$ cat config.mk
export PLATFORM = sky130hd
export DESIGN_NAME = iob_axil_system
export DESIGN_NICKNAME = d
export VERILOG_FILES = /design/src/source/iob_bus_pkg.sv /design/src/source/axil_bus_pkg.sv /design/src/source/iob_iob2axil.sv /design/src/source/axil_regfile.sv /design/src/source/iob_axil_system.sv
export SDC_FILE = /design/constraint.sdc
export NUM_CORES = 1
export LEC_CHECK = 0
export ABC_AREA = 0
export BUFFER_PORTS_ARGS = -buffer_cell sky130_fd_sc_hd__buf_2
export CAP_MARGIN = 20
export CORE_MARGIN = 2
export CORE_UTILIZATION = 67
export DETAILED_ROUTE_END_ITERATION = 6
export GPL_ROUTABILITY_DRIVEN = 0
export PLACE_DENSITY = 0.81
export SKIP_LAST_GASP = 1
export SYNTH_ARGS = -nofsm -noshare
export SYNTH_HDL_FRONTEND = slang
export SYNTH_SLANG_ARGS = --single-unit
$ cat constraint.sdc
create_clock -name clk_i -period 3.95 [get_ports clk_i]
set_input_delay 0.395 -clock clk_i [delete_from_list [all_inputs] [get_ports clk_i]]
set_output_delay 0.395 -clock clk_i [all_outputs]
set_load 0.05 [all_outputs]
$ cat src/source/iob_bus_pkg.sv
// ==========================================================
// iob native bus package
// widths and request/response payloads of the IOb port
// ==========================================================
`default_nettype none

package iob_bus_pkg;

   // byte address of a 32-bit word access
   localparam int ADDR_W = 12;
   localparam int DATA_W = 32;
   localparam int STRB_W = DATA_W / 8;

   // zero strobes mark a read
   typedef struct packed {
      logic              valid;
      logic [ADDR_W-1:0] addr;
      logic [DATA_W-1:0] wdata;
      logic [STRB_W-1:0] wstrb;
   } iob_req_t;

   // ready acknowledges the request, rvalid carries read data
   typedef struct packed {
      logic              rvalid;
      logic [DATA_W-1:0] rdata;
      logic              ready;
   } iob_resp_t;

endpackage

`default_nettype wire

$ cat src/source/axil_bus_pkg.sv
// ==========================================================
// axi4-lite bus package
// widths, response codes and channel payloads
// ==========================================================
`default_nettype none

package axil_bus_pkg;

   localparam int AXIL_ADDR_W = 12;
   localparam int AXIL_DATA_W = 32;

   localparam logic [1:0] RESP_OKAY   = 2'b00;
   localparam logic [1:0] RESP_SLVERR = 2'b10;

   // words in the register file
   localparam int REG_DEPTH = 16;

   typedef struct packed {
      logic [AXIL_ADDR_W-1:0] addr;
   } axil_aw_t;

   typedef struct packed {
      logic [AXIL_DATA_W-1:0]   data;
      logic [AXIL_DATA_W/8-1:0] strb;
   } axil_w_t;

   typedef struct packed {
      logic [1:0] resp;
   } axil_b_t;

   typedef struct packed {
      logic [AXIL_ADDR_W-1:0] addr;
   } axil_ar_t;

   typedef struct packed {
      logic [AXIL_DATA_W-1:0] data;
      logic [1:0]             resp;
   } axil_r_t;

endpackage

`default_nettype wire

$ cat src/source/iob_iob2axil.sv
// ==========================================================
// iob to axi4-lite bridge
// one access at a time, writes acknowledged on the B response
// ==========================================================
`timescale 1ns/1ps
`default_nettype none

module iob_iob2axil (
   input  wire                       clk_i,
   input  wire                       reset_i,
   // iob subordinate side
   input  wire iob_bus_pkg::iob_req_t iob_req_i,
   input  wire                       iob_rready_i,
   output iob_bus_pkg::iob_resp_t    iob_resp_o,
   // axi4-lite manager side
   output logic                      axil_awvalid_o,
   input  wire                       axil_awready_i,
   output axil_bus_pkg::axil_aw_t    axil_aw_o,
   output logic                      axil_wvalid_o,
   input  wire                       axil_wready_i,
   output axil_bus_pkg::axil_w_t     axil_w_o,
   input  wire                       axil_bvalid_i,
   output logic                      axil_bready_o,
   input  wire axil_bus_pkg::axil_b_t axil_b_i,
   output logic                      axil_arvalid_o,
   input  wire                       axil_arready_i,
   output axil_bus_pkg::axil_ar_t    axil_ar_o,
   input  wire                       axil_rvalid_i,
   output logic                      axil_rready_o,
   input  wire axil_bus_pkg::axil_r_t axil_r_i,
   output logic                      bus_err_o
);

   import iob_bus_pkg::*;
   import axil_bus_pkg::*;

   logic is_write;
   logic aw_done;
   logic wvalid_q;
   logic err_q;
   logic aw_xfer;
   logic w_xfer;
   logic b_xfer;
   logic ar_xfer;
   logic r_xfer;

   assign is_write = (iob_req_i.wstrb != {STRB_W{1'b0}});

   assign aw_xfer = axil_awvalid_o & axil_awready_i;
   assign w_xfer  = axil_wvalid_o & axil_wready_i;
   assign b_xfer  = axil_bvalid_i & axil_bready_o;
   assign ar_xfer = axil_arvalid_o & axil_arready_i;
   assign r_xfer  = axil_rvalid_i & axil_rready_o;

   // address phase drops once the address is taken
   assign axil_awvalid_o = iob_req_i.valid & is_write & ~aw_done;
   assign axil_aw_o.addr = iob_req_i.addr;

   assign axil_wvalid_o = wvalid_q;
   assign axil_w_o.data = iob_req_i.wdata;
   assign axil_w_o.strb = iob_req_i.wstrb;

   // address and data both sent, waiting on the response
   assign axil_bready_o = aw_done & ~wvalid_q;

   assign axil_arvalid_o = iob_req_i.valid & ~is_write;
   assign axil_ar_o.addr = iob_req_i.addr;

   assign axil_rready_o = iob_rready_i;

   assign iob_resp_o.ready  = b_xfer | ar_xfer;
   assign iob_resp_o.rvalid = axil_rvalid_i;
   assign iob_resp_o.rdata  = axil_r_i.data;

   assign bus_err_o = err_q;

   always_ff @(posedge clk_i) begin
      if (reset_i) begin
         aw_done  <= 1'b0;
         wvalid_q <= 1'b0;
         err_q    <= 1'b0;
      end else begin
         if (aw_xfer) begin
            aw_done <= 1'b1;
         end else if (b_xfer) begin
            aw_done <= 1'b0;
         end
         if (aw_xfer) begin
            wvalid_q <= 1'b1;
         end else if (w_xfer) begin
            wvalid_q <= 1'b0;
         end
         err_q <= (b_xfer & (axil_b_i.resp != RESP_OKAY))
                | (r_xfer & (axil_r_i.resp != RESP_OKAY));
      end
   end

   // no read address while a write is still in flight
   a_aw_ar_excl : assert property (@(posedge clk_i) disable iff (reset_i)
      !(axil_arvalid_o && (axil_awvalid_o || aw_done)))
      else $error("arvalid high during a write");

   // write data held until the register file takes it
   a_w_stable : assert property (@(posedge clk_i) disable iff (reset_i)
      axil_wvalid_o && !axil_wready_i |=> axil_wvalid_o && $stable(axil_w_o))
      else $error("w channel changed before wready");

endmodule

`default_nettype wire

$ cat src/source/axil_regfile.sv
// ==========================================================
// axi4-lite register file
// 16 byte-writable words, SLVERR outside the register range
// ==========================================================
`timescale 1ns/1ps
`default_nettype none

module axil_regfile (
   input  wire                        clk_i,
   input  wire                        reset_i,
   // write address
   input  wire                        axil_awvalid_i,
   output logic                       axil_awready_o,
   input  wire axil_bus_pkg::axil_aw_t axil_aw_i,
   // write data
   input  wire                        axil_wvalid_i,
   output logic                       axil_wready_o,
   input  wire axil_bus_pkg::axil_w_t  axil_w_i,
   // write response
   output logic                       axil_bvalid_o,
   input  wire                        axil_bready_i,
   output axil_bus_pkg::axil_b_t      axil_b_o,
   // read address
   input  wire                        axil_arvalid_i,
   output logic                       axil_arready_o,
   input  wire axil_bus_pkg::axil_ar_t axil_ar_i,
   // read data
   output logic                       axil_rvalid_o,
   input  wire                        axil_rready_i,
   output axil_bus_pkg::axil_r_t      axil_r_o
);

   import axil_bus_pkg::*;

   logic [AXIL_DATA_W-1:0] mem [REG_DEPTH];

   logic                   aw_held;
   logic [AXIL_ADDR_W-1:0] aw_addr_q;
   logic                   bvalid_q;
   axil_b_t                b_q;
   logic                   rvalid_q;
   axil_r_t                r_q;

   logic aw_xfer;
   logic w_xfer;
   logic ar_xfer;
   logic wr_in_range;
   logic rd_in_range;

   // one write in flight, next address only after the response
   assign axil_awready_o = ~aw_held & ~bvalid_q;
   assign axil_wready_o  = aw_held;
   // no new read while the current data is stalled
   assign axil_arready_o = ~rvalid_q | axil_rready_i;

   assign aw_xfer = axil_awvalid_i & axil_awready_o;
   assign w_xfer  = axil_wvalid_i & axil_wready_o;
   assign ar_xfer = axil_arvalid_i & axil_arready_o;

   assign wr_in_range = (aw_addr_q < AXIL_ADDR_W'(REG_DEPTH * 4));
   assign rd_in_range = (axil_ar_i.addr < AXIL_ADDR_W'(REG_DEPTH * 4));

   assign axil_bvalid_o = bvalid_q;
   assign axil_b_o      = b_q;
   assign axil_rvalid_o = rvalid_q;
   assign axil_r_o      = r_q;

   always_ff @(posedge clk_i) begin
      if (reset_i) begin
         aw_held  <= 1'b0;
         bvalid_q <= 1'b0;
         rvalid_q <= 1'b0;
      end else begin
         if (aw_xfer) begin
            aw_held <= 1'b1;
         end else if (w_xfer) begin
            aw_held <= 1'b0;
         end
         if (w_xfer) begin
            bvalid_q <= 1'b1;
         end else if (axil_bready_i) begin
            bvalid_q <= 1'b0;
         end
         if (ar_xfer) begin
            rvalid_q <= 1'b1;
         end else if (axil_rready_i) begin
            rvalid_q <= 1'b0;
         end
      end
   end

   // address latch and write response
   always_ff @(posedge clk_i) begin
      if (aw_xfer) begin
         aw_addr_q <= axil_aw_i.addr;
      end
      if (w_xfer) begin
         b_q.resp <= wr_in_range ? RESP_OKAY : RESP_SLVERR;
      end
   end

   // byte merge, word index from address bits 5:2
   always_ff @(posedge clk_i) begin
      if (reset_i) begin
         for (int j = 0; j < REG_DEPTH; j++) begin
            mem[j] <= '0;
         end
      end else if (w_xfer && wr_in_range) begin
         for (int i = 0; i < AXIL_DATA_W / 8; i++) begin
            if (axil_w_i.strb[i]) begin
               mem[aw_addr_q[5:2]][8*i +: 8] <= axil_w_i.data[8*i +: 8];
            end
         end
      end
   end

   // out of range reads return zero
   always_ff @(posedge clk_i) begin
      if (ar_xfer) begin
         r_q.data <= rd_in_range ? mem[axil_ar_i.addr[5:2]] : '0;
         r_q.resp <= rd_in_range ? RESP_OKAY : RESP_SLVERR;
      end
   end

   a_b_hold : assert property (@(posedge clk_i) disable iff (reset_i)
      axil_bvalid_o && !axil_bready_i |=> axil_bvalid_o && $stable(axil_b_o))
      else $error("b channel changed before bready");

   a_r_stable : assert property (@(posedge clk_i) disable iff (reset_i)
      axil_rvalid_o && !axil_rready_i |=> axil_rvalid_o && $stable(axil_r_o))
      else $error("r channel changed while stalled");

endmodule

`default_nettype wire

$ cat src/source/iob_axil_system.sv
// ==========================================================
// iob to axi4-lite subsystem
// bridge driving the register file
// ==========================================================
`timescale 1ns/1ps
`default_nettype none

module iob_axil_system (
   input  wire                        clk_i,
   input  wire                        reset_i,
   input  wire iob_bus_pkg::iob_req_t iob_req_i,
   input  wire                        iob_rready_i,
   output iob_bus_pkg::iob_resp_t     iob_resp_o,
   output logic                       bus_err_o
);

   import axil_bus_pkg::*;

   // axi4-lite channels between bridge and register file
   logic     axil_awvalid;
   logic     axil_awready;
   axil_aw_t axil_aw;
   logic     axil_wvalid;
   logic     axil_wready;
   axil_w_t  axil_w;
   logic     axil_bvalid;
   logic     axil_bready;
   axil_b_t  axil_b;
   logic     axil_arvalid;
   logic     axil_arready;
   axil_ar_t axil_ar;
   logic     axil_rvalid;
   logic     axil_rready;
   axil_r_t  axil_r;

   iob_iob2axil u_bridge (
      .clk_i          (clk_i),
      .reset_i        (reset_i),
      .iob_req_i      (iob_req_i),
      .iob_rready_i   (iob_rready_i),
      .iob_resp_o     (iob_resp_o),
      .axil_awvalid_o (axil_awvalid),
      .axil_awready_i (axil_awready),
      .axil_aw_o      (axil_aw),
      .axil_wvalid_o  (axil_wvalid),
      .axil_wready_i  (axil_wready),
      .axil_w_o       (axil_w),
      .axil_bvalid_i  (axil_bvalid),
      .axil_bready_o  (axil_bready),
      .axil_b_i       (axil_b),
      .axil_arvalid_o (axil_arvalid),
      .axil_arready_i (axil_arready),
      .axil_ar_o      (axil_ar),
      .axil_rvalid_i  (axil_rvalid),
      .axil_rready_o  (axil_rready),
      .axil_r_i       (axil_r),
      .bus_err_o      (bus_err_o)
   );

   axil_regfile u_regfile (
      .clk_i          (clk_i),
      .reset_i        (reset_i),
      .axil_awvalid_i (axil_awvalid),
      .axil_awready_o (axil_awready),
      .axil_aw_i      (axil_aw),
      .axil_wvalid_i  (axil_wvalid),
      .axil_wready_o  (axil_wready),
      .axil_w_i       (axil_w),
      .axil_bvalid_o  (axil_bvalid),
      .axil_bready_i  (axil_bready),
      .axil_b_o       (axil_b),
      .axil_arvalid_i (axil_arvalid),
      .axil_arready_o (axil_arready),
      .axil_ar_i      (axil_ar),
      .axil_rvalid_o  (axil_rvalid),
      .axil_rready_i  (axil_rready),
      .axil_r_o       (axil_r)
   );

endmodule

`default_nettype wire

== Word-level counts from Yosys, hierarchy flattened ==
Memory sizes are Yosys's and may differ from the RTL's. A register that Yosys moved wholly into a read port is not among the register bits.
Index checks and enable logic that the tools add are counted.

* $lt $le $gt $ge: 2
* Muxes and demuxes: 31
* Bitwise gates (word level): 19
* Reduce and logical (&&, ||, !) cells: 10

{| class="wikitable"
|+ Operators by type and width
! kind !! count
|-
| 32-bit two-way mux || 1
|-
| 32-bit OR reduction || 1
|-
| 1-bit two-way mux || 26
|-
| 12-bit by 7-bit less-than comparator with 1-bit output, second input constant || 2
|-
| 2-bit nonzero test || 6
|-
| 1-bit bitwise AND || 11
|-
| 4-bit two-way mux || 2
|-
| 1-bit NOT || 5
|-
| 2-bit two-way mux || 2
|-
| 4-bit nonzero test || 1
|-
| 1-bit OR || 3
|-
| 1-bit logical AND || 1
|-
| 1-bit logical NOT || 1
|}

* Flip-flop bits (word level): 21
* RAM bits: 512
* Logic and storage cells: 71
* Memories kept: 1

{| class="wikitable"
|+ Memory list
! memory !! words !! width !! read ports !! clocked after Yosys merged registers in !! write ports !! line !! text
|-
| u_regfile.mem || 16 || 32 || 1 || 1 || 16 || axil_regfile.sv:35 || <nowiki>logic [AXIL_DATA_W-1:0] mem [REG_DEPTH];</nowiki>
|}

== Depth between registers and ports, before layout ==
Gate-level depths: netlist of the first run.

* Word-level depth: 7
* Depth in mapped cells: 6
* Mapped depth without buffers: 3

== By module ==
A second synthesis of the first run with hierarchy kept.

* Cell total of the unflattened synthesis: 1675
* Area total of the unflattened synthesis: 26011.2 µm²

{| class="wikitable"
|+ Modules (own cells, without submodules)
! module !! instances !! cells each !! area an instance (µm²)
|-
| axil_regfile || 1 || 1564 || 25126.6
|-
| iob_iob2axil || 1 || 111 || 884.6
|}

== Least setup slack after synthesis of the first run ==
OpenSTA, ideal clock, no wires.

* Kind: input to output
* From: input port iob_req_i[3] (netlist name)
* To: output port iob_resp_o[0] (netlist name)
* Data arrival time: 2.206 ns
* Data required time: 3.555 ns
* Path slack: 1.349 ns
* Stages: 3
* Buffers on the path: 0
* Cells stage by stage: nor4_1 -> and3_1 -> nand2b_1

{| class="wikitable"
|+ RTL lines
! item !! line !! text
|-
| start, declared || iob_axil_system.sv:11 || <nowiki>input wire iob_bus_pkg::iob_req_t iob_req_i,</nowiki>
|-
| end, declared || iob_axil_system.sv:13 || <nowiki>output iob_bus_pkg::iob_resp_t iob_resp_o,</nowiki>
|}

==> flow_metrics.tcl, run 1 <==
set metrics [dict create \
    status "complete, no violations" \
    clk_pin_slew_ps 60 \
    postCtsSetupBuffers 0 \
    ys_seq_area_frac 0.629 \
    antenna_found_initial 1 \
    routed_wl_um 57200 \
    synth-seq-cells 561 \
    pre_cts_slack_ps 984 \
    setup_viol 0 \
    cts.sinks 561 \
    crit_fanout 16 \
    critPathRequiredTime_ps 4210 \
    clk_latency_ps 610 \
    arrival_ps 3250 \
    hold_path.class "in -> reg" \
    crit_path_end_kind "register" \
    cts_tree "built" \
    cts_buffers 55 \
    fin_util 0.735 \
    fmax_mhz 335 \
    synthTopCellsByCount "edfxtp_1, and2_1, mux4_2, clkbuf_1, nor4_4" \
    gr-usage-all-layers 0.286 \
    p_leak_uw 0.0109 \
    drv_slew 0 \
    placed_area_mm2 0.0272 \
    synth_edf_count 556 \
    finalHoldWorstSlack_ps 52.2 \
    synth_cells 1649 \
    initialDrtViolationCount 1212 \
    cp-start-kind "register" \
    rsz0062_at_grt "no" \
    synthDistinctLibCells 36 \
    tightest_slew_ps 1140 \
    die_w_um 204 \
    nNetsFinal 1730 \
    ctsResizeCount 0 \
    syn_to_final_growth_pct 8.90 \
    fin_tns_setup_ps 0 \
    crit_slowest_cell "nand4b_1" \
    synthArstFlopShare 0 \
    die_y_um 204 \
    yosysTopAreaCell "edfxtp_1" \
    maxCapViolations 0 \
    detailed_place_hpwl_um 37500 \
    grt_pass1_wl_um 87100 \
    htree_levels 2 \
    period_share 0.757 \
    path_cells "nand4b_1 > nor4_4 > or2_1" \
    grt_pass1_vias 14300 \
    yosys_warnings 0 \
    synth_nets 1701 \
    wl_per_cell_um 25.5 \
    drtPass1Iterations 7 \
    initial_core_util 0.675 \
    yosysMostFrequentCell "edfxtp_1" \
    root_buffer "clkbuf_16" \
    syn_area_mm2 0.0267 \
    ir_drop_mv 0.313 \
    final_area_mm2 0.0291 \
    io_buffer_count 84 \
    finalCriticalPeriod_ps 2990 \
    vias_per_cell 6.32 \
    avgSynthCellArea_um2 16.2 \
    final.setup.worst_slack_ps 962 \
    cpPeakStageDelay_ps 920 \
    worstSetupPathType "reg -> reg" \
    synth_top_area_frac 0.625 \
    synthFlopType "edfxtp_1" \
    pwr_density_cell_mw_per_mm2 438 \
    clock_path_buffers 3 \
    die-area_mm2 0.0415 \
    slew_headroom 0.240 \
    row_count 73 \
    core_mm2 0.0395 \
    vias 14200 \
    hold_buffers 7 \
    drive_gt1_frac 0.236 \
    clock_skew_ps 19.8 \
    finalHoldViolCount 0 \
    grt_max_degree 70 \
    ant_nets 0 \
    fillers 2320 \
    synth_area_leaders "edfxtp_1, and2_1, mux4_2" \
    gr-total-overflow 0 \
    io_pins 87 \
    drc 0 \
]
==> registers in the layout, summed over array words and instances (netlist names) <==
name                     cells
u_regfile.axil_bvalid_o      1
u_regfile.axil_rvalid_o      1
u_regfile.axil_wready_o      1
u_regfile.axil_r_o          33
u_regfile.mem              512
u_bridge.bus_err_o           1
u_regfile.axil_b_o           1
u_bridge.aw_done             1
u_regfile.aw_addr_q         10
==> worst paths after layout <==
| kind | start | endpoint | slack (ps) | cells past startpoint |
|---|---|---|---|---|
| max | u_regfile.aw_addr_q[5] | u_regfile.mem[7][3] | 960 | 3 |
| max reg2reg | u_regfile.aw_addr_q[5] | u_regfile.mem[7][3] | 960 | 3 |
| min | iob_req_i[48] | u_regfile.axil_rvalid_o | 50 | 3 |
| min reg2reg | u_regfile.axil_rvalid_o | u_bridge.bus_err_o | 500 | 2 |
==> report_power, final <==
group	internal, uW	switching [uW]
registers	6720	78.5
clock network	2940	2210
logic	271	524
==> final cells by class <==
cell class	count	area, um^2	area share
inverters	34	128	0.00439
clock buffers	64	1410	0.0485
well taps	525	657	0.0226
clock inverters	36	343	0.0118
repair buffers	116	739	0.0254
multi-input cells	910	9000	0.310
diodes	1	2.50	0.0000861
flip-flops and latches	561	16800	0.578
==> worst max-delay path, delay by kind of cell, from the launching register on <==
| family | cells | cell delay, ps |
|---|---|---|
| DFF | 1 | 590 |
| and+or+nand+nor | 3 | 2040 |
==> per-layer routing <==
layer	global-route usage	part of all wire	vias to the layer above	wire [um]
met4	0.118	0.038	0	2160
met5	0	0	-	0
met2	0.455	0.48	616	27700
met1	0.394	0.40	7205	22700
met3	0.0543	0.082	119	4720
li1	-	-	6261	-
==> logic make-up after synthesis <==
group / count (synthesis) / share of synthesized area
compound gates: 36 / 0.0112
buf+inv: 178 / 0.0344
flops: 561 / 0.629
mux: 160 / 0.120
simple gates: 714 / 0.205
==> stage by stage <==
stage	cells	total power, uW
2_1_floorplan	1649	7430
3_3_place_gp	2139	7670
3_5_place_dp	2139	7700
4_1_cts	2246	12800
5_1_grt	2246	13100
6_report	2247	12700
==> placed cells by master (no fill, tap or decap), types with 6 or more instances in the layout <==
master,Yosys,routed
buf_2,26,82
bufinv_16,0,6
edfxtp_1,556,556
nor4_4,61,62
nand4_1,34,34
mux2i_1,32,32
clkinv_2,0,12
inv_1,34,34
or2_1,51,51
and2_1,512,512
clkbuf_1,72,9
o221ai_1,32,32
buf_4,36,22
clkbuf_16,0,55
or2_2,15,14
dlygate4sd3_1,0,7
mux4_2,128,128
clkinv_1,0,10
No activity file was read; power rests on OpenSTA's default activity.
==> inputs of run 2 (changes only) <==
CORE_UTILIZATION = 56   (was 67)
PLACE_DENSITY = 0.72   (was 0.81)
clock period = 2.7 ns   (was 3.95 ns; I/O delays follow)
==> run 2 against run 1 <==
Compared with the run above: fmax is 21% higher; wire length is 1.4% higher; sequential share of layout area fell by 1.9 points; final area grew 3.4%; hold slack improved by 130 ps; non-clock buffer count up 101; register-to-register slack worse by 730 ps; sequential cell count is the same; global-route usage fell by 4.5 points.
==> flow_metrics.tcl, run 2 (same netlist as run 1, synthesis figures left out) <==
set metrics [dict create \
    status "complete, no violations" \
    grt_pass1_wl_um 88700 \
    grt_util_met2 0.401 \
    pwr_density_cell_mw_per_mm2 625 \
    placed_area_mm2 0.0282 \
    grt_pass1_vias 14600 \
    largest_register "u_regfile.mem" \
    timing.rr.start "u_regfile.aw_addr_q[5]" \
    hold_path.class "in -> reg" \
    syn_to_final_growth_pct 12.6 \
    grtUsageMet3 0.0308 \
    setup_viol 0 \
    finalCriticalPeriod_ps 2470 \
    finalHoldWorstSlack_ps 182 \
    tightest_slew_ps 744 \
    htree_levels 2 \
    slew_headroom 0.504 \
    gr-usage-all-layers 0.241 \
    cts_buffers 55 \
    vias_per_cell 5.89 \
    core_mm2 0.0474 \
    fmax_mhz 406 \
    cp-start-kind "register" \
    layout_common_cells "edfxtp_1, and2_1, mux4_2" \
    grt-busiest-layer "met2" \
    p_leak_uw 0.0115 \
    finalHoldViolCount 0 \
    routed_wl_um 58000 \
    diodes 0 \
    drtPass1Iterations 5 \
    setup.worst_path.start "u_regfile.aw_addr_q[5]" \
    io_buffer_count 84 \
    final_common_cell "edfxtp_1" \
    die_w_um 222 \
    wl_per_cell_um 23.8 \
    drv_slew 0 \
    period_share 0.913 \
    detailed_place_hpwl_um 39600 \
    cts.sinks 561 \
    drive_gt1_frac 0.278 \
    rsz0062_at_grt "no" \
    fin_util 0.634 \
    crit_fanout 16 \
    die-area_mm2 0.0494 \
    clk_latency_ps 610 \
    critPathRequiredTime_ps 2980 \
    initialDrtViolationCount 1237 \
    die_y_um 222 \
    final_area_mm2 0.0301 \
    vias 14300 \
    clock_path_buffers 3 \
    row_count 80 \
    ir_drop_mv 0.524 \
    hp-start "iob_req_i[35]" \
    r2r_slack_ps 230 \
    drc 0 \
    grtUsageMet1 0.328 \
    ant_nets 0 \
    nNetsFinal 1831 \
    maxCapViolations 0 \
    fin_tns_setup_ps 0 \
    postCtsSetupBuffers 0 \
    antenna_found_initial 1 \
    clock_skew_ps 17.0 \
    cts_tree "built" \
    worstSetupPathType "reg -> reg" \
    ctsResizeCount 0 \
    root_buffer "clkbuf_16" \
    clk_pin_slew_ps 70 \
    seq_area_mm2 0.0168 \
    largest_register_ff_count 512 \
    arrival_ps 2740 \
    initial_core_util 0.563 \
    multiInputGateArea_mm2 0.00900 \
    crit_path_end_kind "register" \
    fillers 3409 \
    io_pins 87 \
    grt_max_degree 70 \
    gr-total-overflow 0 \
]
==> run 2: changes by cell type in the layout (fill, tap and decap cells not counted), sizes merged <==
cell and change:
buf +98, dlygate4sd3 +3, clkbuf +2, clkinv -2, clkinvlp -1, diode -1, inv -1
==> run 2: per-stage QoR <==
step / instances / total power [uW] / setup WS [ps]
3_5_place_dp: 2327 / 11300 / 241
3_3_place_gp: 2327 / 11300 / 275
5_1_grt: 2435 / 19300 / 131
2_1_floorplan: 1649 / 10900 / 349
6_report: 2435 / 18800 / 234
4_1_cts: 2435 / 18900 / 226
==> run 2: worst max-delay path: stages, from the launching register on <==
cell and delay [ps]:
edfxtp_1 560, or4bb_1 750, buf_4 250, nor4_4 230
or2_1 350
==> run 2: path summary, 6_finish.rpt <==
| kind | depth (start not counted) | to |
|---|---|---|
| hold / removal | 2 | u_regfile.mem[5][31] |
| setup / recovery | 4 | u_regfile.mem[3][20] |
| hold reg to reg | 2 | u_bridge.bus_err_o |
| setup reg to reg | 4 | u_regfile.mem[3][20] |
==> run 2: where the power goes <==
| group | switching [uW] | total (uW) | leakage, uW | internal, uW |
|---|---|---|---|---|
| logic | 766 | 1200 | 0.00483 | 438 |
| registers | 103 | 9930 | 0.00579 | 9820 |
| clock network | 3240 | 7670 | 0.000874 | 4420 |
| total | 4110 | 18800 | 0.0115 | 14700 |
==> run 2: cell type report <==
class,count,share of cell area
Timing Repair Buffer,217,0.0526
Clock inverter,32,0.0109
Inverter,34,0.00425
Multi-Input combinational cell,910,0.299
Tap cell,615,0.0256
Clock buffer,66,0.0486
Sequential cell,561,0.559
==> run 2: per-layer routing <==
layer,vias up,wire length (um),share of wire
li1,6456,-,-
met1,7304,23700,0.41
met2,479,28900,0.50
met3,102,3440,0.059
met4,2,1930,0.033
met5,-,13,0.00022
==> run 2: repair_timing <==
item                                    4_1_cts  5_1_grt
hold buffers                                 10        0
endpoints found under the setup margin        0        0
hold endpoints to repair                      9        0
